<file path="src/design/ethFramePkg.sv">
// Frame beat definitions shared by the switch datapath.
// Beat status code, port widths and FIFO entry widths.
// Modules import it inside their body; ports use scoped names.
`default_nettype none

package ethFramePkg;

  // Beat status, last in bit 1, first in bit 0
  typedef enum logic [1:0] {
    stMid   = 2'b00,
    stFirst = 2'b01,
    stLast  = 2'b10,
    stOnly  = 2'b11
  } ethSt;

  localparam int byteW    = 8;            // Ports 0 to 2
  localparam int wordW    = 16;           // Port 3
  localparam int numPorts = 4;
  localparam int wordPort = 3;            // Index of the word port
  localparam int byteEntW = byteW + 2;    // FIFO entry, status on top
  localparam int wordEntW = wordW + 2;

  function automatic logic isFirst(ethSt st);
    return (st == stFirst) || (st == stOnly);
  endfunction

  function automatic logic isLast(ethSt st);
    return (st == stLast) || (st == stOnly);
  endfunction

  // Build a status from its two flags
  function automatic ethSt mkSt(logic last, logic first);
    return ethSt'({last, first});
  endfunction

endpackage

`default_nettype wire

</file>
<file path="src/design/switchCfgPkg.sv">
// Switch configuration constants.
// FIFO sizing for every input/output path and the egress scheduler states.
`default_nettype none

package switchCfgPkg;

  localparam int fifoDepth = 64;                 // Entries per path FIFO
  localparam int fifoAw    = $clog2(fifoDepth);  // 6 address bits

  // Egress scheduler
  typedef enum logic {
    egIdle = 1'b0,   // No source held
    egSend = 1'b1    // Source held until its last beat
  } egState;

endpackage

`default_nettype wire

</file>
<file path="src/design/portEgress.sv">
// Egress scheduler for one output port.
// Picks one of three sources in round-robin order and keeps it until its
// beat marked last is accepted; one idle cycle follows every frame.
// TxValid rises the cycle after the pick. Each accepted beat pops the
// held source, and TxD/TxSt come straight from its head, so they hold
// while TxReady is low.
`default_nettype none
`timescale 1ns/1ns

module portEgress #(
  parameter int dataW = 8
) (
  input  wire                     RxClk,
  input  wire                     arstN,
  input  wire [2:0]               srcValid,
  input  wire [dataW-1:0]         srcData0,
  input  wire [dataW-1:0]         srcData1,
  input  wire [dataW-1:0]         srcData2,
  input  wire ethFramePkg::ethSt  srcSt0,
  input  wire ethFramePkg::ethSt  srcSt1,
  input  wire ethFramePkg::ethSt  srcSt2,
  output logic [2:0]              srcPop,
  input  wire                     TxReady,
  output logic                    TxValid,
  output logic [dataW-1:0]        TxD,
  output ethFramePkg::ethSt       TxSt
);
  import ethFramePkg::*;
  import switchCfgPkg::*;

  egState egSt;
  logic [1:0] heldSrc;   // Held source, doubles as last-served pointer
  logic [1:0] nextSrc;
  logic accept;

  // Round robin, starting at the source after the one last served
  always_comb begin
    int cand;
    nextSrc = heldSrc;
    for (int i = 3; i >= 1; i--) begin
      cand = (int'(heldSrc) + i) % 3;
      if (srcValid[cand]) nextSrc = 2'(cand);   // Nearest one wins
    end
  end

  // Output mux from the held source
  always_comb begin
    case (heldSrc)
      2'd0: begin
        TxD  = srcData0;
        TxSt = srcSt0;
      end
      2'd1: begin
        TxD  = srcData1;
        TxSt = srcSt1;
      end
      default: begin
        TxD  = srcData2;
        TxSt = srcSt2;
      end
    endcase
  end

  assign TxValid = (egSt == egSend) && srcValid[heldSrc];   // Gaps in the frame show as low
  assign accept  = TxValid && TxReady;
  assign srcPop  = accept ? (3'b001 << heldSrc) : 3'b000;

  always_ff @(posedge RxClk or negedge arstN) begin
    if (!arstN) begin
      egSt    <= egIdle;
      heldSrc <= 2'd0;
    end else begin
      case (egSt)
        egIdle: begin
          if (|srcValid) begin
            heldSrc <= nextSrc;
            egSt    <= egSend;
          end
        end
        egSend: begin
          if (accept && isLast(TxSt)) egSt <= egIdle;   // Frame lock released
        end
        default: egSt <= egIdle;
      endcase
    end
  end

endmodule

`default_nettype wire

</file>
<file path="config.mk">
export PLATFORM = sky130hd
export DESIGN_NAME = portEgress
export DESIGN_NICKNAME = d
export VERILOG_FILES = /design/src/design/ethFramePkg.sv /design/src/design/switchCfgPkg.sv /design/src/design/portEgress.sv
export SDC_FILE = /design/constraint.sdc
export NUM_CORES = 1
export LEC_CHECK = 0
export ABC_CLOCK_PERIOD_IN_PS = 2000
export BUFFER_PORTS_ARGS = -buffer_cell sky130_fd_sc_hd__buf_2
export CAP_MARGIN = 20
export CORE_MARGIN = 2
export CORE_UTILIZATION = 36
export DETAILED_ROUTE_END_ITERATION = 10
export PLACE_DENSITY = 0.8
export REMOVE_ABC_BUFFERS = 1
export SKIP_CTS_REPAIR_TIMING = 1
export SLEW_MARGIN = 30
export SYNTH_ARGS = -nofsm -noshare
export SYNTH_HDL_FRONTEND = slang
export SYNTH_SLANG_ARGS = --single-unit
</file>
<file path="constraint.sdc">
create_clock -name RxClk -period 2 [get_ports RxClk]
set_input_delay 0 -clock RxClk [delete_from_list [all_inputs] [get_ports RxClk]]
set_output_delay 0 -clock RxClk [all_outputs]
set_load 0.02 [all_outputs]
</file>
==> metrics <==
crit-path max cell delay=0.39 ns; largest net degree at the start of global routing=13; first-pass GRT wire length=2.92 mm; Post-Syn Area=554 µm²; num rows=14; peak supply drop=0.838 mV; Final Cell Area=920 µm²; Max transition margin=81.9%; Slew Viols, Final=0; final wirelength=1.83 mm; Seq/Total Area, Yosys=13.5%; Setup CP Type=reg -> out; LEAKAGE=0.539 nW; Final Skew=0.00127 ns; layout filler cell count=143; share of cells above drive strength 1=49.3%; area of the multi-input gates=468 µm²; Antenna Cells=0; Non-Filler Instances=152; CP Capture Type=output port; DP Area=838 µm²; H-tree Lvls=1; Final min period=1.88 ns; worst hold margin=0.0402 ns; # port buffers=49; Final Util=62.5%; crit-path max FO=12; Overall Power=1.65 mW; YS warnings=0; crit-path leading delay family=buffers and inverters; P&R area growth vs syn=65.9%; Worst Hold Class=in -> reg; worst setup margin=0.121 ns; cts bufs inserted=3; later-pin clock latency in the skew report=0.23 ns; final net count=178; dpl cells=145; commonest cells after routing, fill and taps aside=buf_2, nand2_1, a22oi_1; worst slack, placed=0.0443 ns; Avg Inst Size Synth=7.11 µm²; IO Count=50; die width=43.2 µm; maxcap violations=0; Vias/cell=5.17; Iteration-0 DRC Markers=7; Worst Tran Pin Value=0.270 ns; Yosys reg bits=3; residual DRC count=0; Crit path arrival time=1.88 ns; Syn Inst Count=78; antenna viol nets, final=0; RSZ-0062 raised after global routing=yes; gpl congestion=0.856; Tcrit/Tclk final=94.0%; Reg clk slew, reported paths=0.04 ns; critical path's slowest cell=dfrtp_1; die height=43.2 µm; hpwl dp=1.45 mm; total global routing overflow=0; Root Driver=clkbuf_4; worst path cell trace=inv_1 -> buf_4 -> ha_2 -> buf_4 -> nor2_4 -> clkdlybuf4s15_2 -> nand2_1 -> nand2_1 -> buf_2; Clock Tree Buf Depth=2; Seq. cell area=75.1 µm²; antenna violations before repair=0; Distinct cells, synth=25; 1st-pass router iterations=4; CTS sink cnt=3; vias=786; core area=0.00147 mm²; Setup TNS Final=0 ns; Max Fclk=532 MHz; outcome=finished clean; Critical Path Source Type=flip-flop; Hold Fails Final Rpt=0; Initial Util=37.7%; power per cell area=1790 mW/mm²; CTS tree=built; Total GRT Usage=20.2%; commonest non-fill, non-tap cell in the layout=buf_2; CP bufs+invs=5; Final setup viols=0; die area=0.00187 mm²; drt wl/cell=12.0 µm; critical path required time=2.00 ns; vias in the first global route=688
[where the power goes]
part           total [mW]  leakage (nW)  switching (mW)  internal (mW)
Combinational        1.43         0.492           0.814          0.621
Sequential          0.108        0.0329          0.0205         0.0879
Clock               0.105        0.0150          0.0302         0.0747
[path summary, 6_finish.rpt]
kind / from / end / slack [ns] / depth (start not counted)
hold reg to reg: egSt$_DFF_PN0_ / egSt$_DFF_PN0_ / 0.59 / 2
min in group asynchronous: arstN / heldSrc[1]$_DFFE_PN0P_ / 0.09 / 2
setup reg to reg: heldSrc[0]$_DFFE_PN0P_ / heldSrc[0]$_DFFE_PN0P_ / 0.13 / 6
setup / recovery: heldSrc[1]$_DFFE_PN0P_ / TxD[5] / 0.12 / 9
max in group asynchronous: arstN / heldSrc[0]$_DFFE_PN0P_ / 1.81 / 2
hold / removal: TxReady / egSt$_DFF_PN0_ / 0.04 / 2
[final cells by class]
cell class | count | share of cell area [%]
Timing Repair Buffer | 57 | 33.9
Inverter | 5 | 2.04
Sequential cell | 3 | 8.16
Clock buffer | 4 | 2.86
Multi-Input combinational cell | 67 | 50.9
Tap cell | 16 | 2.18
[per-layer routing]
layer	vias up	GRT usage, %	part of all wire, %
met5	-	0	0
met4	0	7.88	0.76
met3	2	2.55	4.5
met2	24	34.9	53
met1	359	25.1	41
li1	401	-	-
[Yosys cell counts]
| cell type | instances | area share, % |
|---|---|---|
| a221o_2 | 1 | 2.0 |
| mux2_1 | 1 | 2.0 |
| a21o_1 | 2 | 2.7 |
| dfrtp_1 | 3 | 14 |
| a32o_1 | 1 | 1.8 |
| a221oi_2 | 1 | 2.7 |
| inv_1 | 5 | 3.4 |
| a32oi_1 | 1 | 1.6 |
| nor3_1 | 1 | 0.90 |
| nand3_1 | 1 | 0.90 |
| o21ai_2 | 1 | 1.6 |
| a211o_1 | 1 | 1.6 |
| o21ai_0 | 3 | 2.7 |
| a22oi_1 | 11 | 15 |
| buf_6 | 1 | 2.0 |
| a31oi_1 | 1 | 1.1 |
| nand2_1 | 23 | 16 |
| ha_1 | 5 | 11 |
| and3_1 | 3 | 3.4 |
| a21oi_1 | 1 | 0.90 |
| clkbuf_1 | 2 | 1.4 |
| nand2b_1 | 1 | 1.1 |
| nor2_1 | 3 | 2.0 |
| mux2i_1 | 4 | 7.2 |
| nand2b_2 | 1 | 1.6 |
[state kept, by name, summed over array words and instances (netlist names)]
signal / flops
heldSrc: 2
egSt: 1
[kinds of logic (layout without fill, tap and decap cells)]
| group | Yosys count | in the layout | synth area share [%] |
|---|---|---|---|
| AO/OA/AOI/OAI | 24 | 24 | 33.6 |
| adder cells (fa/ha/maj) | 5 | 5 | 11.3 |
| AND/OR/NAND/NOR | 33 | 33 | 25.5 |
| multiplexers | 5 | 5 | 9.26 |
| flip-flops | 3 | 3 | 13.5 |
| buffers and inverters | 8 | 66 | 6.77 |
(Power assumes the default switching activity.)
