--- config.mk ---
export PLATFORM = sky130hd
export DESIGN_NAME = wordUnpacker
export DESIGN_NICKNAME = d
export VERILOG_FILES = /design/src/design/ethFramePkg.sv /design/src/design/wordUnpacker.sv
export SDC_FILE = /design/constraint.sdc
export NUM_CORES = 1
export LEC_CHECK = 0
export ABC_CLOCK_PERIOD_IN_PS = 2670
export BUFFER_PORTS_ARGS = -buffer_cell sky130_fd_sc_hd__buf_2
export CORE_AREA = 5 5 42 44
export DETAILED_ROUTE_END_ITERATION = 8
export DIE_AREA = 0 0 47 49
export GPL_ROUTABILITY_DRIVEN = 0
export PLACE_DENSITY_LB_ADDON = 0.25
export SLEW_MARGIN = 40
export SYNTH_ARGS = -nofsm -noshare
export SYNTH_HDL_FRONTEND = slang
export SYNTH_SLANG_ARGS = --single-unit
--- constraint.sdc ---
create_clock -name RxClk -period 2.67 [get_ports RxClk]
set_input_delay 0.6675 -clock RxClk [delete_from_list [all_inputs] [get_ports RxClk]]
set_output_delay 0.6675 -clock RxClk [all_outputs]
set_load 0.1 [all_outputs]
--- src/design/ethFramePkg.sv ---
// Frame beat definitions shared by the switch datapath.
// Beat status code, port widths and FIFO entry widths.
// Modules import it inside their body; ports use scoped names.
`default_nettype none

package ethFramePkg;

  // Beat status, last in bit 1, first in bit 0
  typedef enum logic [1:0] {
    stMid   = 2'b00,
    stFirst = 2'b01,
    stLast  = 2'b10,
    stOnly  = 2'b11
  } ethSt;

  localparam int byteW    = 8;            // Ports 0 to 2
  localparam int wordW    = 16;           // Port 3
  localparam int numPorts = 4;
  localparam int wordPort = 3;            // Index of the word port
  localparam int byteEntW = byteW + 2;    // FIFO entry, status on top
  localparam int wordEntW = wordW + 2;

  function automatic logic isFirst(ethSt st);
    return (st == stFirst) || (st == stOnly);
  endfunction

  function automatic logic isLast(ethSt st);
    return (st == stLast) || (st == stOnly);
  endfunction

  // Build a status from its two flags
  function automatic ethSt mkSt(logic last, logic first);
    return ethSt'({last, first});
  endfunction

endpackage

`default_nettype wire

--- src/design/wordUnpacker.sv ---
// Splits words from a port-3 FIFO into bytes for one byte port.
// The high byte goes first and keeps the word's first flag; the low byte
// follows with the word's last flag. The FIFO is popped when the low
// byte is taken, so the word stays at the head for both halves.
`default_nettype none
`timescale 1ns/1ns

module wordUnpacker (
  input  wire                               RxClk,
  input  wire                               arstN,
  input  wire                               fifoEmpty,
  input  wire [ethFramePkg::wordEntW-1:0]   fifoData,
  output logic                              txValid,
  output logic [ethFramePkg::byteW-1:0]     txD,
  output ethFramePkg::ethSt                 txSt,
  input  wire                               txReady,
  output logic                              fifoRd
);
  import ethFramePkg::*;

  logic loSel;      // 0 high byte pending, 1 low byte pending
  logic accept;
  ethSt wordSt;

  assign wordSt  = ethSt'(fifoData[wordEntW-1:wordW]);
  assign txValid = !fifoEmpty;
  assign accept  = txValid && txReady;
  assign fifoRd  = accept && loSel;   // Word done after its low byte

  always_comb begin
    if (loSel) begin
      txD  = fifoData[byteW-1:0];
      txSt = mkSt(isLast(wordSt), 1'b0);
    end else begin
      txD  = fifoData[wordW-1:byteW];
      txSt = mkSt(1'b0, isFirst(wordSt));   // stOnly word splits to first, last
    end
  end

  always_ff @(posedge RxClk or negedge arstN) begin
    if (!arstN) begin
      loSel <= 1'b0;
    end else if (accept) begin
      loSel <= !loSel;    // Toggle per accepted byte
    end
  end

endmodule

`default_nettype wire

==> results.yml, run 1 <==
outcome:
  outcome: "completed"
floorplan:
  starting_utilization_of_the_core_area_pct: 13.7
  design.die.area_um2: 2300
  floorplan.core_area_um2: 1400
  floorplan.die.height_um: 49
  num_rows: 14
  boundaryPins: 34
  dieWidth_um: 47
synth:
  synth_xor_area_share_pct: 4.58
  syn_area_um2: 191
  share_of_synthesized_area_spent_on_multiplexers_pct: 58.8
  synthesis.yosys.warnings: 0
  postSynthCellCount: 16
  yosys.area_share.adder_pct: 0
  share_of_the_synthesized_area_in_compound_gates_ao_oa_aoi_oai_pct: 0
  combinational_family_with_the_most_area_after_synthesis: "multiplexers"
  synth_cell_type_count: 10
  synth_simple_gate_area_share_pct: 15.7
  synth-seq-cells: 1
  synth.net_count: 38
  ys_seq_area_share_pct: 13.1
  post_synth.cell_area_avg_um2: 12.0
cells_and_area:
  post_route_cells_drive_above_1_share_pct: 91.7
  sequential_cell_area_um2: 25.0
  largest-register: "loSel"
  registers_with_the_most_flip_flops: "loSel: 1 flops"
  layout_commonest_cell: "buf_2"
  n_fill_cell: 165
  layout.cells.most_common_list: "buf_2, mux2_4, mux2_2"
  nets: 72
  diodes: 0
  area_growth_syn_to_layout_pct: 90.8
  largest_reg_flops: 1
  area_used_by_multi_input_combinational_logic_um2: 151
clocking:
  postCtsSetupBuffers: 0
  post_cts_hold_buffer_count: 0
  cts_resized: 0
  clock_latency_ns: 0
  clk_transition_reported_paths_ns: 0
sta:
  finalSetupTns_ns: 0
  timing.fmax_mhz: 484
  timing_worst_slew_pin_value_ns: 0.535
  fin_worst_skew_ns: 0
  setup_viol_count_final: 0
  setup_repair_after_global_routing_missed_its_margin: "false"
  final_count_of_pins_violating_max_slew: 0
  fin_crit_sh_pct: 77.4
  timing.final.crit_period_ns: 2.07
  finalHoldViolations: 0
  max_slew_headroom_pct: 64.3
drt:
  via_per_inst: 3.50
  detail_route.wirelength_um: 688
  routed-via-count: 224
  ant_nets: 0
  drt_first_pass_iters: 1
  post_drt_wl_per_cell_um: 10.8
  drt_first_iter_violations: 0
  drc_errors: 0
run:
  drv_cap: 0
critical_path:
  critical_path.startpoint_type: "primary input"
  crit_arrival_ns: 1.40
  critical_path_required_ns: 2.00
  crit_fanout: 2
  r2r_cells: 1
  rrSetupSlack_ns: 1.74
  criticalPathCategory: "primary input to output pin"
  critPathCaptureType: "output pin"
min_path:
  hold_path_class: "primary input to asynchronous set/reset pin"
global_routing:
  antenna_found_initial: 0
  grt_remaining_overflow: 0
  first_global_vias: 251
  grt.total_usage_pct: 6.04
  grt_first_pass_wirelength_mm: 1.10
  grt_start_max_net_pins: 13
placed_design:
  io_buffer_count: 33
-- through the flow --
stage,cell area [um^2],utilization (%),std cells,hold slack (ns),setup WS (ns)
6_report,365,26.1,64,0.442,0.603
5_1_grt,365,26.1,64,0.451,0.562
4_1_cts,365,26.1,64,0.444,0.595
3_5_place_dp,365,26.1,64,0.444,0.599
3_3_place_gp,365,26.1,64,0.442,0.615
2_1_floorplan,191,-,16,0.372,0.0841
-- cells by family after synthesis --
logic type | after synthesis
XOR/XNOR | 1
buffers and inverters | 2
multiplexers | 8
flip-flops | 1
AND/OR/NAND/NOR | 4
-- layer usage --
metal | GRT usage, % | up-vias | share of wire, %
li1 | - | 119 | -
met1 | 6.33 | 95 | 33
met2 | 12.2 | 8 | 61
met3 | 0 | 2 | 2.8
met4 | 1.38 | 0 | 2.9
met5 | 0 | - | 0
-- cell type report --
class                           count  area share, %
Multi-Input combinational cell     13           41.4
Timing Repair Buffer               33           45.2
Inverter                            1           1.03
Sequential cell                     1           6.85
Tap cell                           16           5.48
-- cells in the mapped netlist --
cell / count / area share, %
inv_1: 1 / 2.0
mux2_4: 6 / 47
xnor2_1: 1 / 4.6
and3_2: 1 / 3.9
nand2b_1: 1 / 3.3
dfrtp_1: 1 / 13
and2_2: 1 / 3.9
buf_6: 1 / 5.9
and2b_2: 1 / 4.6
mux2_2: 2 / 12
-- final timing paths --
kind                              startpoint                 to
setup / recovery                   fifoEmpty             fifoRd
hold / removal                         arstN  loSel$_DFFE_PN0P_
setup reg to reg           loSel$_DFFE_PN0P_  loSel$_DFFE_PN0P_
hold reg to reg            loSel$_DFFE_PN0P_  loSel$_DFFE_PN0P_
max in group asynchronous              arstN  loSel$_DFFE_PN0P_
min in group RxClk         loSel$_DFFE_PN0P_  loSel$_DFFE_PN0P_
-- worst max-delay path, stage by stage --
cell	delay (ns)
buf_2	0.10
inv_1	0.05
and3_2	0.16
buf_2	0.42
Power of run 1 is not shown: default switching activity piles up to over one toggle a cycle in this logic, so the estimate is an artifact.
==> run 2: changes to the inputs <==
ABC_CLOCK_PERIOD_IN_PS = 1850   (was 2670)
clock period = 1.85 ns   (was 2.67 ns; I/O delays follow)
==> run 2 against run 1 <==
Setup slack worse by 0.31 ns. Global-route usage increased by 0.70 points. Critical endpoint is now txD[1]. First-iteration DRC count is 5 higher. Final cell count rose by 1.6%. Via count up 1.3%. Routed wire length is 5.5% higher.
==> results.yml, run 2 (synthesized netlist as in run 1, its figures left out) <==
sta:
  finalSetupTns_ns: 0
  setup_viol_count_final: 0
  max_slew_headroom_pct: 67.7
  setup_repair_after_global_routing_missed_its_margin: "false"
  timing.final.crit_period_ns: 1.55
  fin_crit_sh_pct: 84.0
  fin_worst_skew_ns: 0
  final_count_of_pins_violating_max_slew: 0
  timing.fmax_mhz: 643
  timing_worst_slew_pin_value_ns: 0.488
  finalHoldViolations: 0
power:
  p_int_mw: 0.406
  total_switching_power_mw: 0.677
  pwr-share-comb_pct: 96.0
  power_leakage_nw: 0.268
  relative_contribution_of_sequential_cells_to_total_power_pct: 4.0
  swShare_pct: 62.5
  cellPowerDensity_nw_per_um2: 2100
  clock_power_share_pct: 0
  ir_drop_mv: 0.671
drt:
  post_drt_wl_per_cell_um: 11.2
  drt_first_pass_iters: 2
  drc_errors: 0
  routed-via-count: 227
  ant_nets: 0
  detail_route.wirelength_um: 726
  via_per_inst: 3.49
  drt_first_iter_violations: 5
global_routing:
  antenna_found_initial: 0
  grt_remaining_overflow: 0
  grt_first_pass_wirelength_mm: 1.21
  grt.total_usage_pct: 6.75
  grt_start_max_net_pins: 11
  first_global_vias: 265
cells_and_area:
  registers_with_the_most_flip_flops: "loSel: 1 flops"
  area_growth_syn_to_layout_pct: 169
  layout.cells.most_common_list: "buf_2, buf_12, mux2_4, mux2_2"
  post_route_cells_drive_above_1_share_pct: 93.9
  n_fill_cell: 155
  largest-register: "loSel"
  layout.core_utilization_pct: 36.8
  layout_commonest_cell: "buf_2"
  diodes: 0
  largest_reg_flops: 1
  nets: 73
critical_path:
  path_common_cell: "buf_2"
  criticalPathCategory: "primary input to output pin"
  critPathCaptureType: "output pin"
  crit_arrival_ns: 1.09
  crit_fanout: 1
  timing.critical_path.cells: "buf_2 -> mux2_2 -> buf_2"
  critical_path_required_ns: 1.39
  crit_path_max_incr_delay_ns: 0.29
  critical_path.startpoint_type: "primary input"
  timing.critical_path.slowest_stage_cell: "buf_2"
placed_design:
  io_buffer_count: 33
clocking:
  cts_resized: 0
  post_cts_hold_buffer_count: 0
  postCtsSetupBuffers: 0
  clk_transition_reported_paths_ns: 0
  clock_latency_ns: 0
floorplan:
  num_rows: 14
  floorplan.die.height_um: 49
  design.die.area_um2: 2300
  boundaryPins: 34
  starting_utilization_of_the_core_area_pct: 13.7
  floorplan.core_area_um2: 1400
  dieWidth_um: 47
outcome:
  outcome: "completed"
run:
  drv_cap: 0
min_path:
  hold_path_class: "primary input to asynchronous set/reset pin"
[run 2: cell count changes in the layout (fill, tap and decap cells not counted)]
cell | before | now
buf_2 | 33 | 24
buf_4 | 0 | 1
inv_1 | 1 | 0
buf_12 | 0 | 9
and3_4 | 0 | 1
clkinvlp_4 | 0 | 1
and3_2 | 1 | 0
[run 2: worst paths after layout]
path	startpoint	endpoint	slack, ns	cells after the start
hold / removal	arstN	loSel$_DFFE_PN0P_	0.24	1
setup reg to reg	loSel$_DFFE_PN0P_	loSel$_DFFE_PN0P_	1.01	2
setup / recovery	fifoData[1]	txD[1]	0.30	3
min in group RxClk	loSel$_DFFE_PN0P_	loSel$_DFFE_PN0P_	0.71	2
hold reg to reg	loSel$_DFFE_PN0P_	loSel$_DFFE_PN0P_	0.71	2
max in group asynchronous	arstN	loSel$_DFFE_PN0P_	1.53	1
[run 2: area by class of cell]
type	instances	area, um^2	share of cell area (%)
inverters	1	7.51	1.46
well taps	16	20.0	3.88
flip-flops and latches	1	25.0	4.85
repair buffers	34	308	59.7
multi-input cells	13	155	30.1
[run 2: layer usage]
metal / vias to the layer above / global-route usage [%] / share of wire (%)
li1: 121 / - / -
met1: 105 / 6.99 / 28
met2: 1 / 14.5 / 71
met3: 0 / 0 / 0.55
met4: 0 / 0 / 0
met5: - / 0 / 0
[run 2: per-stage QoR]
stage	hold slack [ns]	std cells	power [mW]	cell area [um^2]	setup WS, ns
4_1_cts	0.238	65	1.10	515	0.292
5_1_grt	0.241	65	1.12	515	0.237
3_3_place_gp	0.237	65	1.09	515	0.295
2_1_floorplan	0.167	16	0.782	199	0.0680
3_5_place_dp	0.238	65	1.10	515	0.292
6_report	0.237	65	1.08	515	0.295
[run 2: critical path, delay by kind of cell]
family | cells | cell delay [ns]
buffers and inverters | 2 | 0.38
multiplexers | 1 | 0.24
[run 2: power by group through the flow]
stage / clock network [mW] / logic, mW / registers (mW)
after CTS: 0 / 1.05 / 0.0439
after global routing: 0 / 1.07 / 0.0480
final: 0 / 1.04 / 0.0436
after global placement: 0 / 1.05 / 0.0434
after floorplan: 0 / 0.738 / 0.0439
after detailed placement: 0 / 1.05 / 0.0439
No activity file was read; power rests on OpenSTA's default activity.
