`src/design/ethFramePkg.sv`:
```
// Frame beat definitions shared by the switch datapath.
// Beat status code, port widths and FIFO entry widths.
// Modules import it inside their body; ports use scoped names.
`default_nettype none

package ethFramePkg;

  // Beat status, last in bit 1, first in bit 0
  typedef enum logic [1:0] {
    stMid   = 2'b00,
    stFirst = 2'b01,
    stLast  = 2'b10,
    stOnly  = 2'b11
  } ethSt;

  localparam int byteW    = 8;            // Ports 0 to 2
  localparam int wordW    = 16;           // Port 3
  localparam int numPorts = 4;
  localparam int wordPort = 3;            // Index of the word port
  localparam int byteEntW = byteW + 2;    // FIFO entry, status on top
  localparam int wordEntW = wordW + 2;

  function automatic logic isFirst(ethSt st);
    return (st == stFirst) || (st == stOnly);
  endfunction

  function automatic logic isLast(ethSt st);
    return (st == stLast) || (st == stOnly);
  endfunction

  // Build a status from its two flags
  function automatic ethSt mkSt(logic last, logic first);
    return ethSt'({last, first});
  endfunction

endpackage

`default_nettype wire

```
`src/design/bytePacker.sv`:
```
// Packs a byte-port frame into words for the 16-bit port.
// The first byte of each pair goes in bits 15 to 8.
// wrEn is high in the cycle of the second byte, so the word is written
// on that edge; a byte marked first always restarts the pairing.
`default_nettype none
`timescale 1ns/1ns

module bytePacker (
  input  wire                               RxClk,
  input  wire                               arstN,
  input  wire                               rxValid,
  input  wire [ethFramePkg::byteW-1:0]      rxD,
  input  wire ethFramePkg::ethSt            rxSt,
  output logic                              wrEn,
  output logic [ethFramePkg::wordEntW-1:0]  wrData
);
  import ethFramePkg::*;

  logic [byteW-1:0] hiByte;   // Pending high byte
  logic hiFirst;              // Its first flag
  logic pend;                 // High byte waiting for a partner
  logic restart;

  assign restart = isFirst(rxSt);

  // Word status takes first from the high byte, last from the low byte
  assign wrEn   = rxValid && pend && !restart;
  assign wrData = {mkSt(isLast(rxSt), hiFirst), hiByte, rxD};

  always_ff @(posedge RxClk) begin
    if (rxValid && (restart || !pend)) hiByte <= rxD;
  end

  always_ff @(posedge RxClk or negedge arstN) begin
    if (!arstN) begin
      pend    <= 1'b0;
      hiFirst <= 1'b0;
    end else if (rxValid) begin
      if (restart || !pend) begin
        pend    <= 1'b1;          // Start a new pair
        hiFirst <= restart;
      end else begin
        pend <= 1'b0;             // Pair went out this cycle
      end
    end
  end

endmodule

`default_nettype wire

```
`config.mk`:
```
export PLATFORM = sky130hd
export DESIGN_NAME = bytePacker
export DESIGN_NICKNAME = d
export VERILOG_FILES = /design/src/design/ethFramePkg.sv /design/src/design/bytePacker.sv
export SDC_FILE = /design/constraint.sdc
export NUM_CORES = 1
export LEC_CHECK = 0
export BUFFER_PORTS_ARGS = -buffer_cell sky130_fd_sc_hd__buf_4
export CAP_MARGIN = 40
export CORE_AREA = 10 10 47 49
export CTS_CLUSTER_SIZE = 28
export DETAILED_ROUTE_END_ITERATION = 8
export DIE_AREA = 0 0 57 59
export PLACE_DENSITY = 0.67
export REMOVE_ABC_BUFFERS = 1
export SLEW_MARGIN = 10
export SYNTH_ARGS = -nofsm -noshare
export SYNTH_HDL_FRONTEND = slang
export SYNTH_SLANG_ARGS = --single-unit
```
`constraint.sdc`:
```
create_clock -name RxClk -period 1.3 [get_ports RxClk]
set_input_delay 0.065 -clock RxClk [delete_from_list [all_inputs] [get_ports RxClk]]
set_output_delay 0.065 -clock RxClk [all_outputs]
set_load 0.02 [all_outputs]
```
==> results of run 1 <==
==> logic make-up after synthesis <==
| logic type | synth area share [%] |
|---|---|
| AO/OA/AOI/OAI | 6.423 |
| flip-flops | 70.95 |
| buffers and inverters | 18.35 |
| AND/OR/NAND/NOR | 4.282 |
==> worst max path at each step <==
stage / start / end / slack [ns] / cells after the start
after floorplan: pend / hiByte[0] / -0.12 / 1
after global placement: pend / hiByte[2] / 0.28 / 2
after detailed placement: pend / hiByte[0] / 0.26 / 2
after CTS: pend / hiByte[2] / 0.25 / 2
after global routing: pend / hiByte[6] / 0.15 / 2
final: pend / hiByte[3] / 0.24 / 2
==> per-layer routing <==
metal | track usage (%) | part of all wire (%) | vias to the layer above | wire (um)
met5 | 0 | 0 | - | 0
met4 | 5.034 | 1.0 | 0 | 11
met3 | 6.652 | 24 | 2 | 261
met2 | 7.132 | 31 | 30 | 336
met1 | 7.466 | 44 | 138 | 484
li1 | - | - | 155 | -
==> metrics by stage <==
step	instance area [um2]	instances	TNS, ns
final	699.4	77	0
after floorplan	337.8	18	-0.9229
after global placement	583.1	64	0
after CTS	689.4	76	0
after global routing	699.4	77	0
after detailed placement	583.1	64	0
==> critical path, stage by stage, from the launching register on <==
cell and delay [ns]:
dfrtp_1 0.41, a21boi_0 0.17, buf_4 0.19
==> power by group <==
| part | internal (mW) | switching (mW) |
|---|---|---|
| sequential | 0.374 | 0.0112 |
| combinational | 0.0929 | 0.0872 |
| clock | 0.110 | 0.0878 |
| total | 0.576 | 0.186 |
==> registers in the layout (all words and copies together) (netlist names) <==
signal   count
hiFirst      1
hiByte       8
pend         1
==> cell usage after synthesis <==
| cell | n | area [um2] |
|---|---|---|
| a21boi_0 | 1 | 7.510 |
| a22o_1 | 1 | 8.760 |
| buf_4 | 9 | 67.56 |
| clkbuf_1 | 1 | 3.750 |
| dfrtp_1 | 2 | 50.05 |
| edfxtp_1 | 8 | 240.2 |
| inv_1 | 1 | 3.750 |
| nand2_1 | 1 | 3.750 |
| nand2b_1 | 1 | 6.260 |
| nor2_1 | 2 | 7.510 |
| o21ba_1 | 1 | 10.01 |
==> layout by cell type (no fill, tap or decap), types with 2 or more instances in the layout <==
| master | netlist | final |
|---|---|---|
| clkbuf_4 | 0 | 3 |
| nor2_1 | 2 | 2 |
| edfxtp_1 | 8 | 8 |
| dlygate4sd3_1 | 0 | 9 |
| buf_4 | 9 | 30 |
| dfrtp_1 | 2 | 2 |
==> layout make-up <==
class | instances | area share (%)
timing repair buffer | 39 | 45.08
sequential | 10 | 41.50
multi-input combinational | 7 | 6.261
clock buffer | 3 | 3.220
tap | 16 | 2.862
clock inverter | 1 | 0.5367
inverter | 1 | 0.5367
==> results.ini, run 1 <==
[status]
status=finished, final reports clean

[clock_network]
clk_pin_slew_worst_paths_ns=0.06
cts_tree=yes
cts_root_buffer=clkbuf_4
cts.htree.levels=1
clock_path_buffers=2
ctsResizeCount=0
clock_sinks=10
holdBufCountCts=8
postCtsSetupBuffers=0
cts_made_buffers=3
clk-insertion-delay-late_ns=0.25

[synthesis]
syn_inst=28
ys_seq_area_share_pct=70.95
avgSynthCellArea_um2=14.61
ys_seq_elements=10
yosysWarningCount=0
netlist_area_um2=409.1
synth.distinct_cells=11

[sta]
maxSlewHeadroom_pct=90.29
drv_slew=0
worst_pin_slew_ns=0.1444
hold_viol=0
period_needed_ns=1.061
max_clock_freq_mhz=942.9
finalSetupViolations=0
layout_worst_path_cycle_share_pct=81.58
rsz0062_at_grt=false
setup_ws_ns=0.2395
hold_slack_ns=0.08080
finClkSkew_ns=0.002083

[grt]
track_usage_pct=6.684
grt_pass1_wl_mm=1.704
grt.overflow.total=0
grt_max_degree=9
antenna_found_initial=0
grt_pass1_vias=368

[detailed_routing]
routed_wl_mm=1.094
ant_nets=0
drt-pass1-iter-count=2
wire_per_inst_um=14.21
drt_first_iter_violations=3
drc=0
avgViaCountPerCell=4.221
vias=325

[floorplan]
core_area_um2=1401
fp.dieH_um=59
ioPinCount=32
die_area_um2=3363
row_count=14
start_util_pct=29.20
fp.dieW_um=57

[layout]
layout-drive-gt1-share_pct=54.10
fin_util_pct=49.91
regArea_um2=290.3
fin_nets=75
antenna_cells=0
areaGrowthSynthToFinish_pct=70.95
num-fill-cells=127
multi_input_area_um2=43.79

[setup_path]
critPathKind=flip-flop to flip-flop
reg2regPathDepth=2
timing.critical_path.from_type=flip-flop
rrSetupSlack_ns=0.24
cp.arrival_ns=1.02
cp-end-kind=flip-flop
worstReg2RegEnd=hiByte[3]
cp.required_ns=1.26
r2r_start=pend
critPathMaxFanout=8

[placement]
globalplace.congestion=0.6684
io_buffers=29
hpwl_um=861.7
dp_slack_ns=0.2594

[pwr]
power_uw=762.6
p_per_area_nw_per_um2=1090
peakVddDrop_uv=429.6
leakage_nw=0.3213

[worst_hold_path]
hold_depth=2
hold_path_end=hiFirst
min_from=rxSt[0]
hp-class=primary input to flip-flop

[job]
maxCapViolCount=0

Power figures use the tool's default switching activity.
==> inputs of run 2 (changes only) <==
--- a/config.mk
+++ b/config.mk
@@ -5,13 +5,13 @@
 export SDC_FILE = /design/constraint.sdc
 export NUM_CORES = 1
 export LEC_CHECK = 0
+export ABC_AREA = 1
 export BUFFER_PORTS_ARGS = -buffer_cell sky130_fd_sc_hd__buf_4
 export CAP_MARGIN = 40
 export CORE_AREA = 10 10 47 49
 export CTS_CLUSTER_SIZE = 28
 export DETAILED_ROUTE_END_ITERATION = 8
 export DIE_AREA = 0 0 57 59
-export PLACE_DENSITY = 0.67
 export REMOVE_ABC_BUFFERS = 1
 export SLEW_MARGIN = 10
 export SYNTH_ARGS = -nofsm -noshare
==> constraint.sdc (replaced) <==
create_clock -name RxClk -period 1 [get_ports RxClk]
set_input_delay 0.05 -clock RxClk [delete_from_list [all_inputs] [get_ports RxClk]]
set_output_delay 0.05 -clock RxClk [all_outputs]
set_load 0.02 [all_outputs]
==> run 2 against run 1 <==
Against the previous run: the run now ends with negative setup slack left; non-clock buffer count is 1 higher; synthesized cell count increased by 11%; power rose by 32%; setup slack got worse by 0.28 ns; sequential power is 29% higher; worst hold slack got worse by 0.041 ns; clock power grew 37%; wire length is 9.0% lower; area after synthesis unchanged; via count decreased by 1.2%.
==> results.ini, run 2 <==
[status]
status=complete, but fails checks
violations=negative setup slack

[placement]
placed_cell_area_um2=590.6  ; +1.3%
hpwl_um=828.2  ; -3.9%
io_buffers=29  ; unchanged
globalplace.congestion=0.6079  ; -9.1%
dp_slack_ns=-0.05491  ; -0.3144 ns

[setup_path]
cpPeakStageDelay_ns=0.36  ; -0.05 ns
cp.arrival_ns=0.99  ; -0.03 ns
critPathSlowestCell=dfrtp_1
crit_path_start=pend
critPathMaxFanout=2  ; -6
timing.critical_path.from_type=flip-flop
cp.depth=4  ; +2
reg2regPathDepth=3  ; +1
crit_buf_inv=2  ; +1
path_common_cell=buf_6
cp.required_ns=0.95  ; -0.31 ns
critPathKind=flip-flop to output pin
cp-end-kind=output pin
worstPathCellList=nand2_2 -> buf_6 -> nor2_4 -> buf_6
r2r_start=pend
critPathTopFamily=flip-flops

[detailed_routing]
routed_wl_um=996  ; -9.0%
drt_first_iter_violations=3  ; unchanged
avgViaCountPerCell=3.963  ; -6.1%
wire_per_inst_um=12.30  ; -13%
drc=0  ; unchanged
vias=321  ; -1.2%
ant_nets=0  ; unchanged
drt-pass1-iter-count=4  ; +2

[layout]
areaGrowthSynthToFinish_pct=77.37
final_area_um2=725.7  ; +3.8%
reg_top3=hiByte: 8 flops, hiFirst: 1 flops, pend: 1 flops
final_common_cell=buf_4
layout-drive-gt1-share_pct=58.46  ; +4.4 points
num-fill-cells=137  ; +7.9%
fin_util_pct=51.79  ; +1.9 points
final_cell_mix=buf_4, dlygate4sd3_1, edfxtp_1, nand2_1, clkbuf_4
regMostFlops=hiByte
fin_nets=79  ; +5.3%
antenna_cells=0  ; unchanged
largest_reg_flops=8  ; unchanged

[floorplan]
core_area_um2=1401  ; unchanged
fp.dieW_um=57  ; unchanged
die_area_um2=3363  ; unchanged
row_count=14  ; unchanged
ioPinCount=32  ; unchanged
start_util_pct=29.20  ; unchanged
fp.dieH_um=59  ; unchanged

[sta]
worst_pin_slew_ns=0.1608  ; +0.01642 ns
maxSlewHeadroom_pct=89.25  ; -1.0 points
finClkSkew_ns=0.001826  ; -0.0002568 ns
rsz0062_at_grt=true
finalSetupViolations=1  ; +1
max_clock_freq_mhz=957.3
period_needed_ns=1.045
drv_slew=0  ; unchanged
layout_worst_path_cycle_share_pct=104.5
hold_viol=0  ; unchanged
finalSetupTns_ns=-0.04458  ; -0.04458 ns
setup_ws_ns=-0.04458  ; -0.2841 ns

[synthesis]
synth_edf_count=8  ; unchanged
yosysWarningCount=0  ; unchanged
synth_most_common_cell=buf_4
yosys-top-cells-area=edfxtp_1, buf_4, dfrtp_1
avgSynthCellArea_um2=13.20  ; -9.7%
ys_seq_area_share_pct=70.95  ; unchanged
synthTopCellsByCount=buf_4, edfxtp_1, nand2_1
yosysTopAreaCell=edfxtp_1
synth_async_sr_flop_share_pct=20.00  ; unchanged
synth_top_area_share_pct=58.72  ; unchanged
synth.distinct_cells=9  ; -2
netlist_area_um2=409.1  ; unchanged
ys_seq_elements=10  ; unchanged
ys.flop_type=edfxtp_1
syn_inst=31  ; +11%

[pwr]
p_per_area_nw_per_um2=1392  ; +28%
leakage_nw=0.3383  ; +5.3%
peakVddDrop_uv=741.0  ; +72%
power_mw=1.010  ; +32%

[clock_network]
cts_tree=yes
postCtsSetupBuffers=0  ; unchanged
clock_path_buffers=2  ; unchanged
clk-insertion-delay-late_ns=0.26  ; about the same
clk_pin_slew_worst_paths_ns=0.06  ; about the same
cts_made_buffers=3  ; unchanged
cts_root_buffer=clkbuf_4
cts.htree.levels=1  ; unchanged
clock_sinks=10  ; unchanged

[grt]
grt_max_degree=9  ; unchanged
grt_pass1_vias=369  ; +0.27%
grt.overflow.total=0  ; unchanged
grt_pass1_wl_mm=1.635  ; -4.0%
antenna_found_initial=0  ; unchanged
track_usage_pct=6.006  ; -0.68 points

[job]
maxCapViolCount=0  ; unchanged

[worst_hold_path]
hold_depth=3  ; +1
min_from=rxSt[0]
hp-class=primary input to flip-flop

run 2: metrics by stage:
stage / hold WS, ns / cells
floorplan: -0.2456 / 21
global placement: -0.1661 / 68
detailed placement: -0.1654 / 68
CTS: 0.04402 / 81
global route: 0.05626 / 81
finish: 0.04027 / 81
run 2: final timing paths:
kind	to	slack (ns)
max in group asynchronous	pend	0.81
worst min-delay path	hiFirst	0.04
worst max-delay path	wrEn	-0.04
min in group asynchronous	hiFirst	0.10
worst max register to register	hiByte[7]	0.01
worst min register to register	hiFirst	0.49
run 2: cell families after synthesis:
group	synth area share (%)
buffers and inverters	20.18
AND/OR/NAND/NOR	8.865
flip-flops	70.95
run 2: area by class of cell:
cell class / instances / area (um2) / area share, %
clock buffer: 3 / 22.52 / 3.103
clock inverter: 1 / 3.754 / 0.5172
inverter: 3 / 15.01 / 2.069
multi-input combinational: 8 / 43.79 / 6.034
sequential: 10 / 290.3 / 40.00
tap: 16 / 20.02 / 2.759
timing repair buffer: 40 / 330.3 / 45.52
run 2: tightest hold or removal path, cell delays in order:
cell	delay (ns)
buf_4	0.08
nand3_1	0.07
nand2_1	0.06
run 2: power breakdown:
part | switching (mW) | leakage [nW] | internal (mW) | total (mW)
Combinational | 0.119 | 0.223 | 0.124 | 0.243
Clock | 0.127 | 0.0154 | 0.144 | 0.271
Sequential | 0.0113 | 0.100 | 0.485 | 0.496
Total | 0.258 | 0.338 | 0.753 | 1.01
run 2: layer usage:
layer	track usage (%)	part of all wire, %
met5	0	0
met4	3.020	0
met3	5.365	20
met2	7.752	39
met1	6.551	41
run 2: timing repair:
action / 4_1_cts / 5_1_grt
pin swaps: 1 / 0
endpoints found under the hold margin: 10 / 0
setup endpoints to repair: 9 / 9
gates resized for setup: 5 / 0
hold buffers: 9 / 0
