### src/design/switchCfgPkg.sv
// Switch configuration constants.
// FIFO sizing for every input/output path and the egress scheduler states.
`default_nettype none

package switchCfgPkg;

  localparam int fifoDepth = 64;                 // Entries per path FIFO
  localparam int fifoAw    = $clog2(fifoDepth);  // 6 address bits

  // Egress scheduler
  typedef enum logic {
    egIdle = 1'b0,   // No source held
    egSend = 1'b1    // Source held until its last beat
  } egState;

endpackage

`default_nettype wire

### src/design/pktFifo.sv
// Synchronous show-ahead FIFO for one switch path.
// Each entry holds a data beat with its status on top.
// rdData shows the head entry while empty is low; rdEn pops it.
// Writes into a full FIFO and reads from an empty one are ignored.
`default_nettype none
`timescale 1ns/1ns

module pktFifo #(
  parameter int dataW = 10
) (
  input  wire              RxClk,
  input  wire              arstN,
  input  wire              wrEn,
  input  wire [dataW-1:0]  wrData,
  input  wire              rdEn,
  output logic [dataW-1:0] rdData,
  output logic             empty,
  output logic             full
);
  import switchCfgPkg::*;

  logic [dataW-1:0] mem [fifoDepth];
  logic [fifoAw-1:0] wrPtr;
  logic [fifoAw-1:0] rdPtr;
  logic [fifoAw:0]   count;    // One extra bit to tell full from empty
  logic doWr;
  logic doRd;

  assign full  = (count == (fifoAw + 1)'(fifoDepth));
  assign empty = (count == '0);
  assign doWr  = wrEn && !full;     // Beat lost when full
  assign doRd  = rdEn && !empty;

  assign rdData = mem[rdPtr];       // Head shown ahead of the pop

  always_ff @(posedge RxClk) begin
    if (doWr) mem[wrPtr] <= wrData;
  end

  always_ff @(posedge RxClk or negedge arstN) begin
    if (!arstN) begin
      wrPtr <= '0;
      rdPtr <= '0;
      count <= '0;
    end else begin
      if (doWr) wrPtr <= wrPtr + 1'b1;   // Wraps at depth
      if (doRd) rdPtr <= rdPtr + 1'b1;
      case ({doWr, doRd})
        2'b10:   count <= count + 1'b1;
        2'b01:   count <= count - 1'b1;
        default: count <= count;         // Both or neither
      endcase
    end
  end

endmodule

`default_nettype wire

### config.mk
export PLATFORM = sky130hd
export DESIGN_NAME = pktFifo
export DESIGN_NICKNAME = d
export VERILOG_FILES = /design/src/design/switchCfgPkg.sv /design/src/design/pktFifo.sv
export SDC_FILE = /design/constraint.sdc
export NUM_CORES = 1
export LEC_CHECK = 0
export BUFFER_PORTS_ARGS = -buffer_cell sky130_fd_sc_hd__buf_2
export CORE_ASPECT_RATIO = 2
export CORE_MARGIN = 2
export CORE_UTILIZATION = 52
export CTS_CLUSTER_SIZE = 40
export DETAILED_ROUTE_END_ITERATION = 8
export PLACE_DENSITY = 0.64
export SLEW_MARGIN = 20
export SYNTH_ARGS = -nofsm -noshare
export SYNTH_HDL_FRONTEND = slang
export SYNTH_SLANG_ARGS = --single-unit
### constraint.sdc
create_clock -name RxClk -period 3.66 [get_ports RxClk]
set_clock_uncertainty 0.2 [all_clocks]
set_input_delay 0.732 -clock RxClk [delete_from_list [all_inputs] [get_ports RxClk]]
set_output_delay 0.732 -clock RxClk [all_outputs]
set_load 0.01 [all_outputs]
==> flow_summary.json, run 1 <==
{
  "reg2reg_to": "count[6]",
  "gp_congestion": 0.8332,
  "synth_area_um2": 25900,
  "crit_path_max_incr_delay_ns": 0.55,
  "grt.total_usage_pct": 24.96,
  "grt_max_degree": 65,
  "cp_data_arrival_time_ns": 2.99,
  "crit_path_frequent_cell": "buf_6",
  "syn-num-nets": 1319,
  "vias_per_cell": 6.050,
  "status": "complete, but fails checks",
  "die-area_um2": 51720,
  "grt_pass1_wl_mm": 91.83,
  "cts_inserted_buffers": 51,
  "drt_iter0_drc": 1094,
  "drv_slew": 0,
  "core_um2": 49210,
  "min_path_type": "reg -> reg",
  "ant_nets": 0,
  "synth_flop_cell": "edfxtp_1",
  "cellLeakagePower_nw": 10.02,
  "tightest_slew_ns": 1.032,
  "seq_area_frac_synth_pct": 76.03,
  "wirelength_mm": 63.87,
  "cts_root_buffer": "clkbuf_16",
  "critPathSlowestCell": "dfrtp_4",
  "hold_path_end": "count[3]",
  "rrSetupSlack_ns": 0.58,
  "crit_buf_inv": 3,
  "end_kind": "output pin",
  "clockBufferDepth": 3,
  "ys_types": 55,
  "drive_gt1_share_pct": 30.93,
  "maxSlewHeadroom_pct": 31.22,
  "first_global_vias": 13751,
  "path_depth": 8,
  "drc": 0,
  "hp-start": "count[3]",
  "hold_ws_ns": 0.3193,
  "path_clk_slew_ns": 0.07,
  "syn2layout_area_growth_pct": 16.57,
  "wire_per_inst_um": 29.48,
  "hpwl_mm": 41.28,
  "synth_cells": 1296,
  "synth_warnings": 0,
  "io_pins": 26,
  "async_reset_ff_share_pct": 2.883,
  "cp_cell_sequence": "buf_12 > mux4_2 > mux2_4 > a221oi_4 > buf_6 > a21oi_4 > and3_4 > buf_6",
  "cts_max_level": 2,
  "worstPathMaxFanout": 7,
  "fp.dieH_um": 319.6,
  "clock_latency_ns": 0.60,
  "vdd_drop_max_uv": 846.9,
  "fillerInstances": 3503,
  "hold_viol": 0,
  "dpl.cell_count": 2049,
  "timing.rr.start": "count[4]",
  "first_pass_iters": 5,
  "violations": "setup timing",
  "max-cap-violations": 0,
  "min_period_over_period_pct": 107.1,
  "rsz0062_at_grt": "true",
  "crit_family": "multiplexers",
  "antenna_found_initial": 1,
  "die_w_um": 161.8,
  "power_density_nw_per_um2": 747.3,
  "synth-edff-count": 640,
  "crit_required_ns": 2.73,
  "min_period_ns": 3.921,
  "num_vias": 13110,
  "nets": 1505,
  "stdcell_count": 2167,
  "overflow": 0,
  "initial_core_util_pct": 52.64,
  "syn_avg_cell_area_um2": 19.99,
  "holdPathStages": 2,
  "setup.worst_path.class": "reg -> out",
  "tns_ns": -2.163,
  "rr_worst_depth": 12,
  "cts_sinks": 659,
  "fin_ws_ns": -0.2610,
  "finalSetupViolCount": 10,
  "rows": 115,
  "fmax_mhz": 255.0,
  "start_kind": "flip-flop",
  "ys_seq_elements": 659,
  "cts_tree": "yes",
  "port_buffers": 25,
  "fin_total_pwr_mw": 22.56
}
[report_power, final]
| part | switching [mW] | internal [mW] | leakage (nW) |
|---|---|---|---|
| combinational | 4.35 | 3.80 | 3.26 |
| sequential | 0.311 | 8.63 | 5.98 |
| clock | 2.54 | 2.93 | 0.784 |
[per-layer routing]
layer	wire length [µm]	global-route usage, %
met4	3353	11.54
met3	2582	2.464
met5	11	0
met2	35880	46.87
met1	22050	28.28
[cell families after synthesis]
| kind of cell | after synthesis | share of synthesized area, % |
|---|---|---|
| flip-flops | 659 | 76.03 |
| multiplexers | 228 | 14.80 |
| AND/OR/NAND/NOR | 178 | 3.106 |
| AO/OA/AOI/OAI | 131 | 3.439 |
| buffers and inverters | 78 | 1.724 |
| XOR/XNOR | 13 | 0.4396 |
| adder cells (fa/ha/maj) | 9 | 0.4637 |
[worst max-delay path by stage]
stage	from	end	slack [ns]
6_report	rdPtr[0]	rdData[6]	-0.26
4_1_cts	rdPtr[0]	rdData[6]	-0.38
3_3_place_gp	rdPtr[0]	rdData[7]	-0.18
2_1_floorplan	rdEn	count[6]	0.79
5_1_grt	rdPtr[0]	rdData[6]	-0.32
3_5_place_dp	rdPtr[0]	rdData[7]	-0.17
[what timing repair did]
| item | CTS | global route |
|---|---|---|
| setup endpoints to repair | 10 | 10 |
| resized for setup | 74 | 27 |
| buffers inserted | 13 | 3 |
| hold buffers | 1 | 0 |
| hold endpoints to repair | 19 | 0 |
| pin swaps | 12 | 11 |
| gates cloned | 6 | 2 |
[registers in the layout, indices dropped and copies added (netlist names)]
signal / flops
mem: 640
count: 7
rdPtr: 6
wrPtr: 6
[layout by cell type, fill, tap and decap left out, types with 5 or more instances in the layout]
master     instances
inv_1             10
a21oi_2            5
o22ai_2            6
xnor2_1           10
nand2_1           37
dfrtp_1           16
o221ai_1          14
buf_12            15
a211o_1            7
mux4_2           119
a21oi_1           19
mux2_4             6
buf_16             7
clkbuf_16         55
mux2i_1           86
nand3_1            8
clkinv_2           7
o22ai_1           13
nor2_1            89
nor2b_1            7
edfxtp_1         640
buf_6             12
clkbuf_1           9
buf_4            147
buf_2             17
and3_4             6
a21oi_4            5
clkinv_1          15
o21ai_0           16
mux2_2            14
o221ai_2           6
ha_1               8
[layout make-up]
class / instances / area (µm²) / area share (%)
Antenna cell: 1 / 2.502 / 0.008288
Clock buffer: 62 / 1360 / 4.504
Clock inverter: 32 / 260.3 / 0.8619
Inverter: 10 / 37.54 / 0.1243
Multi-Input combinational cell: 559 / 6150 / 20.37
Sequential cell: 659 / 19700 / 65.25
Tap cell: 643 / 804.5 / 2.665
Timing Repair Buffer: 201 / 1877 / 6.216
[through the flow]
stage	cell area, µm²	setup slack, ns	util, %
floorplan	25900	0.7913	-
global placement	27730	-0.1788	56.35
detailed placement	27730	-0.1651	56.35
CTS	30040	-0.3774	61.03
global route	30190	-0.3156	61.35
finish	30190	-0.2610	61.36
[synth_stat cells, drive strengths merged (9+ instances only)]
master	count	share of area, %
inv	10	0.14
o22ai	19	0.46
nor2	90	1.3
clkbuf	26	0.38
mux4	121	11
edfxtp	640	74
buf	42	1.2
xnor2	10	0.34
a211oi	9	0.26
mux2	20	0.87
o221ai	20	0.68
dfrtp	19	1.8
o21ai	19	0.37
mux2i	87	3.4
a21oi	29	0.56
a221oi	9	0.30
nand2	38	0.55
[worst reg2reg max path, cell delays in order (launching register included)]
cell and delay [ns]:
dfrtp_1 0.40, nor4_1 0.28, buf_4 0.18, nand2_1 0.08, o21a_1 0.20, ha_1 0.26
inv_1 0.21, fa_1 0.25, nor2b_1 0.06, o21ai_0 0.31, a21oi_1 0.16, o211ai_1 0.27
xnor2_1 0.15
Note: power is estimated with default switching activity, not from simulation.
==> run 2: changes to the inputs <==
- CORE_UTILIZATION: 52 -> 55
- PLACE_DENSITY: 0.64 -> 0.67
==> run 2 against run 1 <==
The run still ends with setup timing left. Non-clock buffer count fell by 7. Worst hold slack better by 0.0045 ns. Via count rose by 0.11%. Cell area shrank 0.46%. Sequential share of layout area grew 0.30 points. First-iteration DRC count is 23% higher. Wire length fell by 3.1%. Die area is 5.4% lower. Critical path type unchanged. Highest routed layer unchanged.
==> flow_summary.json, run 2 (synthesis results as in run 1) <==
{
  "layout_common_cells": "edfxtp_1 (640), buf_4 (142), mux4_2 (121)",
  "diodes": 0,
  "io_pins": 26,
  "crit_path_max_incr_delay_ns": 0.54,
  "mostFrequentLayoutCell": "edfxtp_1",
  "die-area_um2": 48950,
  "drt_iter0_drc": 1343,
  "fmax_mhz": 257.1,
  "finalSetupViolCount": 10,
  "cts_max_level": 2,
  "power_density_nw_per_um2": 746.5,
  "crit_path_frequent_cell": "buf_12",
  "overflow": 0,
  "end_kind": "output pin",
  "cts_root_buffer": "clkbuf_16",
  "vias_per_cell": 6.125,
  "clockBufferDepth": 3,
  "vdd_drop_max_uv": 557.6,
  "critPathSlowestCell": "mux4_2",
  "hpwl_mm": 40.47,
  "hold_viol": 0,
  "status": "complete, but fails checks",
  "maxSlewHeadroom_pct": 27.44,
  "num_vias": 13125,
  "start_kind": "flip-flop",
  "first_global_vias": 13885,
  "gp_congestion": 0.9864,
  "clock_latency_ns": 0.60,
  "initial_core_util_pct": 55.67,
  "rows": 112,
  "nets": 1499,
  "min_period_ns": 3.890,
  "wirelength_mm": 61.92,
  "fp.dieH_um": 310.9,
  "worstPathMaxFanout": 10,
  "core_um2": 46520,
  "cellLeakagePower_nw": 9.959,
  "fin_ws_ns": -0.2297,
  "min_period_over_period_pct": 106.3,
  "antenna_found_initial": 1,
  "top_register": "mem",
  "max-cap-violations": 0,
  "dpl.cell_count": 2026,
  "grt_max_degree": 65,
  "violations": "setup timing",
  "setup.worst_path.class": "reg -> out",
  "largest_register_ffs": 640,
  "cts_sinks": 659,
  "grt_pass1_wl_mm": 90.19,
  "wire_per_inst_um": 28.90,
  "postLayoutCoreUtil_pct": 64.60,
  "ant_nets": 0,
  "tns_ns": -2.030,
  "stdcell_count": 2143,
  "cts_inserted_buffers": 52,
  "fillerInstances": 3196,
  "tightest_slew_ns": 1.084,
  "path_clk_slew_ns": 0.07,
  "grt.total_usage_pct": 26.08,
  "crit_required_ns": 2.73,
  "cp_data_arrival_time_ns": 2.96,
  "cp_cell_sequence": "buf_12 > buf_12 > buf_12 > mux4_2 > nand2_4 > a21oi_1 > a2111oi_2 > buf_4 > nor3_1 > buf_2",
  "cts_tree": "yes",
  "syn2layout_area_growth_pct": 16.03,
  "rsz0062_at_grt": "true",
  "drive_gt1_share_pct": 31.13,
  "top_regs": "mem x640, count x7",
  "first_pass_iters": 5,
  "min_path_type": "reg -> reg",
  "die_w_um": 157.5,
  "drv_slew": 0,
  "port_buffers": 25,
  "drc": 0
}
run 2: final timing paths:
kind,endpoint,cells past startpoint,from,slack (ns)
min in group asynchronous,count[6],2,arstN,0.45
min,rdPtr[3],1,rdPtr[3],0.32
max in group asynchronous,rdPtr[0],2,arstN,2.39
max reg2reg,count[6],10,count[4],0.19
min reg2reg,rdPtr[3],1,rdPtr[3],0.32
max,rdData[4],10,rdPtr[0],-0.23
run 2: timing repair:
action / 4_1_cts / 5_1_grt
pin swaps: 11 / 8
hold endpoints to repair: 19 / 0
hold buffers: 1 / 0
setup endpoints to repair: 10 / 10
resized for setup: 73 / 24
buffers inserted: 15 / 4
gates cloned: 2 / 1
run 2: final cells by class:
class,instances,area [µm²],area share (%)
repair buffers,194,1770,5.891
clock inverters,33,247.7,0.8243
flip-flops and latches,659,19700,65.55
multi-input cells,559,6156,20.48
well taps,627,784.5,2.610
inverters,10,37.54,0.1249
clock buffers,61,1356,4.513
run 2: report_power, final:
| part | switching, mW | internal (mW) |
|---|---|---|
| Clock | 2.56 | 2.87 |
| Sequential | 0.249 | 8.64 |
| Combinational | 4.33 | 3.80 |
| Total | 7.13 | 15.3 |
run 2: layer usage:
| layer | up-vias | routed length, µm | track usage, % |
|---|---|---|---|
| li1 | 5642 | - | - |
| met5 | - | 9 | 0 |
| met1 | 6869 | 20550 | 29.33 |
| met3 | 146 | 2838 | 2.827 |
| met2 | 466 | 34770 | 47.96 |
| met4 | 2 | 3752 | 13.62 |
run 2: worst max-delay path: cells and delay by family, from the launching register on:
family | cells | cell delay (ns)
AOI/OAI and AO/OA | 2 | 0.40
muxes | 1 | 0.54
DFF | 1 | 0.49
and+or+nand+nor | 2 | 0.18
buffers and inverters | 5 | 0.72
run 2: stage by stage:
step / setup WS, ns / hold slack [ns] / area, µm² / total power [mW]
after floorplan: 0.7913 / 0.2364 / 25900 / 13.25
after global placement: -0.1823 / 0.2940 / 27670 / 16.03
after detailed placement: -0.1457 / 0.3128 / 27680 / 16.09
after CTS: -0.2542 / 0.3247 / 29890 / 22.28
after global routing: -0.2891 / 0.3284 / 30060 / 23.18
final: -0.2297 / 0.3238 / 30060 / 22.44
==> run 3: changes to the inputs <==
- CORE_UTILIZATION: 55 -> 45
- GPL_TIMING_DRIVEN: default -> 0
- PLACE_DENSITY: 0.67 -> 0.56
==> run 3 against run 2 <==
The run still ends with setup timing left. Count of clock-buffer cells in the layout rose by 5. Final cell count rose by 3.4%. Sequential power fell by 0.7%. Via count fell by 0.81%. Critical path type unchanged. Critical endpoint is now rdData[5].
==> flow_summary.json, run 3 (synthesis results as in run 1) <==
{
  "rsz0062_at_grt": "true",
  "io_pins": 26,
  "drt_iter0_drc": 1130,
  "grt_pass1_wl_mm": 98.87,
  "p_comb_share_pct": 37.4,
  "postLayoutCellArea_um2": 30590,
  "core_um2": 57090,
  "timing.rr.start": "count[0]",
  "violations": "setup timing",
  "regArea_um2": 19700,
  "reg2reg_to": "mem[32][9]",
  "min_path_type": "reg -> reg",
  "cts_tree": "yes",
  "gp_congestion": 0.8816,
  "vdd_drop_max_uv": 704.5,
  "cts_inserted_buffers": 55,
  "max-cap-violations": 0,
  "power_density_nw_per_um2": 793.7,
  "postLayoutCoreUtil_pct": 53.58,
  "start_kind": "flip-flop",
  "mostFrequentLayoutCell": "edfxtp_1",
  "tightest_slew_ns": 1.187,
  "cts_sinks": 659,
  "drc": 0,
  "port_buffers": 25,
  "fin_ws_ns": -0.3410,
  "worstPathMaxFanout": 10,
  "overflow": 0,
  "multi_input_area_um2": 6678,
  "clockBufferDepth": 3,
  "cellLeakagePower_nw": 9.764,
  "diodes": 0,
  "hold_ws_ns": 0.3149,
  "min_period_ns": 4.001,
  "hp-start": "wrPtr[2]",
  "holdPathStages": 1,
  "initial_core_util_pct": 45.37,
  "fillerInstances": 4527,
  "drive_gt1_share_pct": 32.42,
  "p_int_mw": 16.21,
  "p_seq_share_pct": 36.4,
  "wirelength_mm": 69.83,
  "hpwl_mm": 45.65,
  "hold_viol": 0,
  "min_period_over_period_pct": 109.3,
  "fp.dieH_um": 343.3,
  "die-area_um2": 59610,
  "tns_ns": -2.703,
  "swShare_pct": 33.25,
  "wire_per_inst_um": 31.53,
  "first_pass_iters": 5,
  "maxSlewHeadroom_pct": 20.54,
  "cts_max_level": 2,
  "largest_register_ffs": 640,
  "grt_max_degree": 65,
  "power.share.clock_pct": 26.2,
  "grt.total_usage_pct": 23.91,
  "cts_root_buffer": "clkbuf_16",
  "num_vias": 13019,
  "drv_slew": 0,
  "antenna_found_initial": 1,
  "cp_data_arrival_time_ns": 3.07,
  "path_clk_slew_ns": 0.07,
  "top_regs": "mem x640, count x7",
  "dpl_cell_area_um2": 27010,
  "first_global_vias": 13659,
  "rows": 124,
  "finalSetupViolCount": 10,
  "p_switching_mw": 8.072,
  "rr_worst_depth": 5,
  "ant_nets": 0,
  "status": "complete, but fails checks",
  "nets": 1437,
  "clock_latency_ns": 0.61,
  "end_kind": "output pin",
  "hold_path_end": "wrPtr[2]",
  "die_w_um": 173.6,
  "pre_cts_ws_ns": -0.5912,
  "vias_per_cell": 5.878,
  "rrSetupSlack_ns": 0.15,
  "top_register": "mem",
  "layout_common_cells": "edfxtp_1 (640), mux4_2 (119), mux2i_1 (75)",
  "fmax_mhz": 249.9,
  "crit_required_ns": 2.73,
  "setup.worst_path.class": "reg -> out",
  "syn2layout_area_growth_pct": 18.09
}
==> run 3: cell types whose count changed in the layout (fill, tap and decap cells not counted), moves of 7 or more <==
cell       delta
buf_2         -8
buf_4        -92
buf_6         +7
bufinv_16     +9
clkbuf_1     +12
clkbuf_2      +7
mux2i_1      -12
nor2_1       -29
nor2_2       +28
o221ai_1     -10
o22ai_1      -11
==> run 3: power by group through the flow <==
| stage | Clock (mW) | Sequential (mW) | Combinational (mW) |
|---|---|---|---|
| 2_1_floorplan | 0 | 8.89 | 4.36 |
| 3_3_place_gp | 0 | 8.93 | 7.15 |
| 3_5_place_dp | 0 | 8.95 | 7.20 |
| 4_1_cts | 6.45 | 8.83 | 8.75 |
| 5_1_grt | 6.70 | 8.85 | 9.43 |
| 6_report | 6.36 | 8.83 | 9.09 |
==> run 3: metal layers <==
metal	global-route usage [%]	up-vias	share of wire [%]
li1	-	5548	-
met1	25.61	6892	33
met2	43.97	417	55
met3	2.586	162	4.2
met4	16.91	0	7.9
met5	0	-	0
==> run 3: worst max-delay path, cell delays in order (launching register included) <==
cell and delay [ns]:
dfrtp_1 0.50, clkbuf_2 0.47, nand2_2 0.42, a211oi_4 0.54
a21oi_4 0.14, and3_4 0.23, buf_6 0.12
==> run 3: worst max-delay path by stage <==
stage / startpoint / end / slack [ns] / cells past startpoint
floorplan: rdEn / count[6] / 0.79 / 10
global placement: rdPtr[1] / rdData[7] / -0.60 / 8
detailed placement: rdPtr[1] / rdData[5] / -0.59 / 8
CTS: rdPtr[0] / rdData[5] / -0.32 / 12
global route: rdPtr[0] / rdData[5] / -0.33 / 12
finish: rdPtr[4] / rdData[5] / -0.34 / 6
==> run 3: per-stage QoR <==
stage / power (mW) / std cells
after floorplan: 13.25 / 1296
after global placement: 16.08 / 2077
after detailed placement: 16.15 / 2077
after CTS: 24.02 / 2202
after global routing: 24.98 / 2215
final: 24.28 / 2215
==> run 3: layout make-up <==
| cell class | instances | area share, % |
|---|---|---|
| plain buffers | 65 | 2.180 |
| clock buffers | 66 | 4.773 |
| clock inverters | 36 | 1.558 |
| inverters | 10 | 0.1227 |
| multi-input cells | 559 | 21.83 |
| flip-flops and latches | 659 | 64.39 |
| well taps | 756 | 3.092 |
| repair buffers | 64 | 2.057 |
==> run 3: repair_timing <==
action / 4_1_cts / 5_1_grt
setup endpoints to repair: 10 / 61
gates cloned: 3 / 0
hold endpoints to repair: 19 / 0
resized for setup: 204 / 46
setup buffers: 22 / 13
pin swaps: 26 / 22
hold buffers: 1 / 0
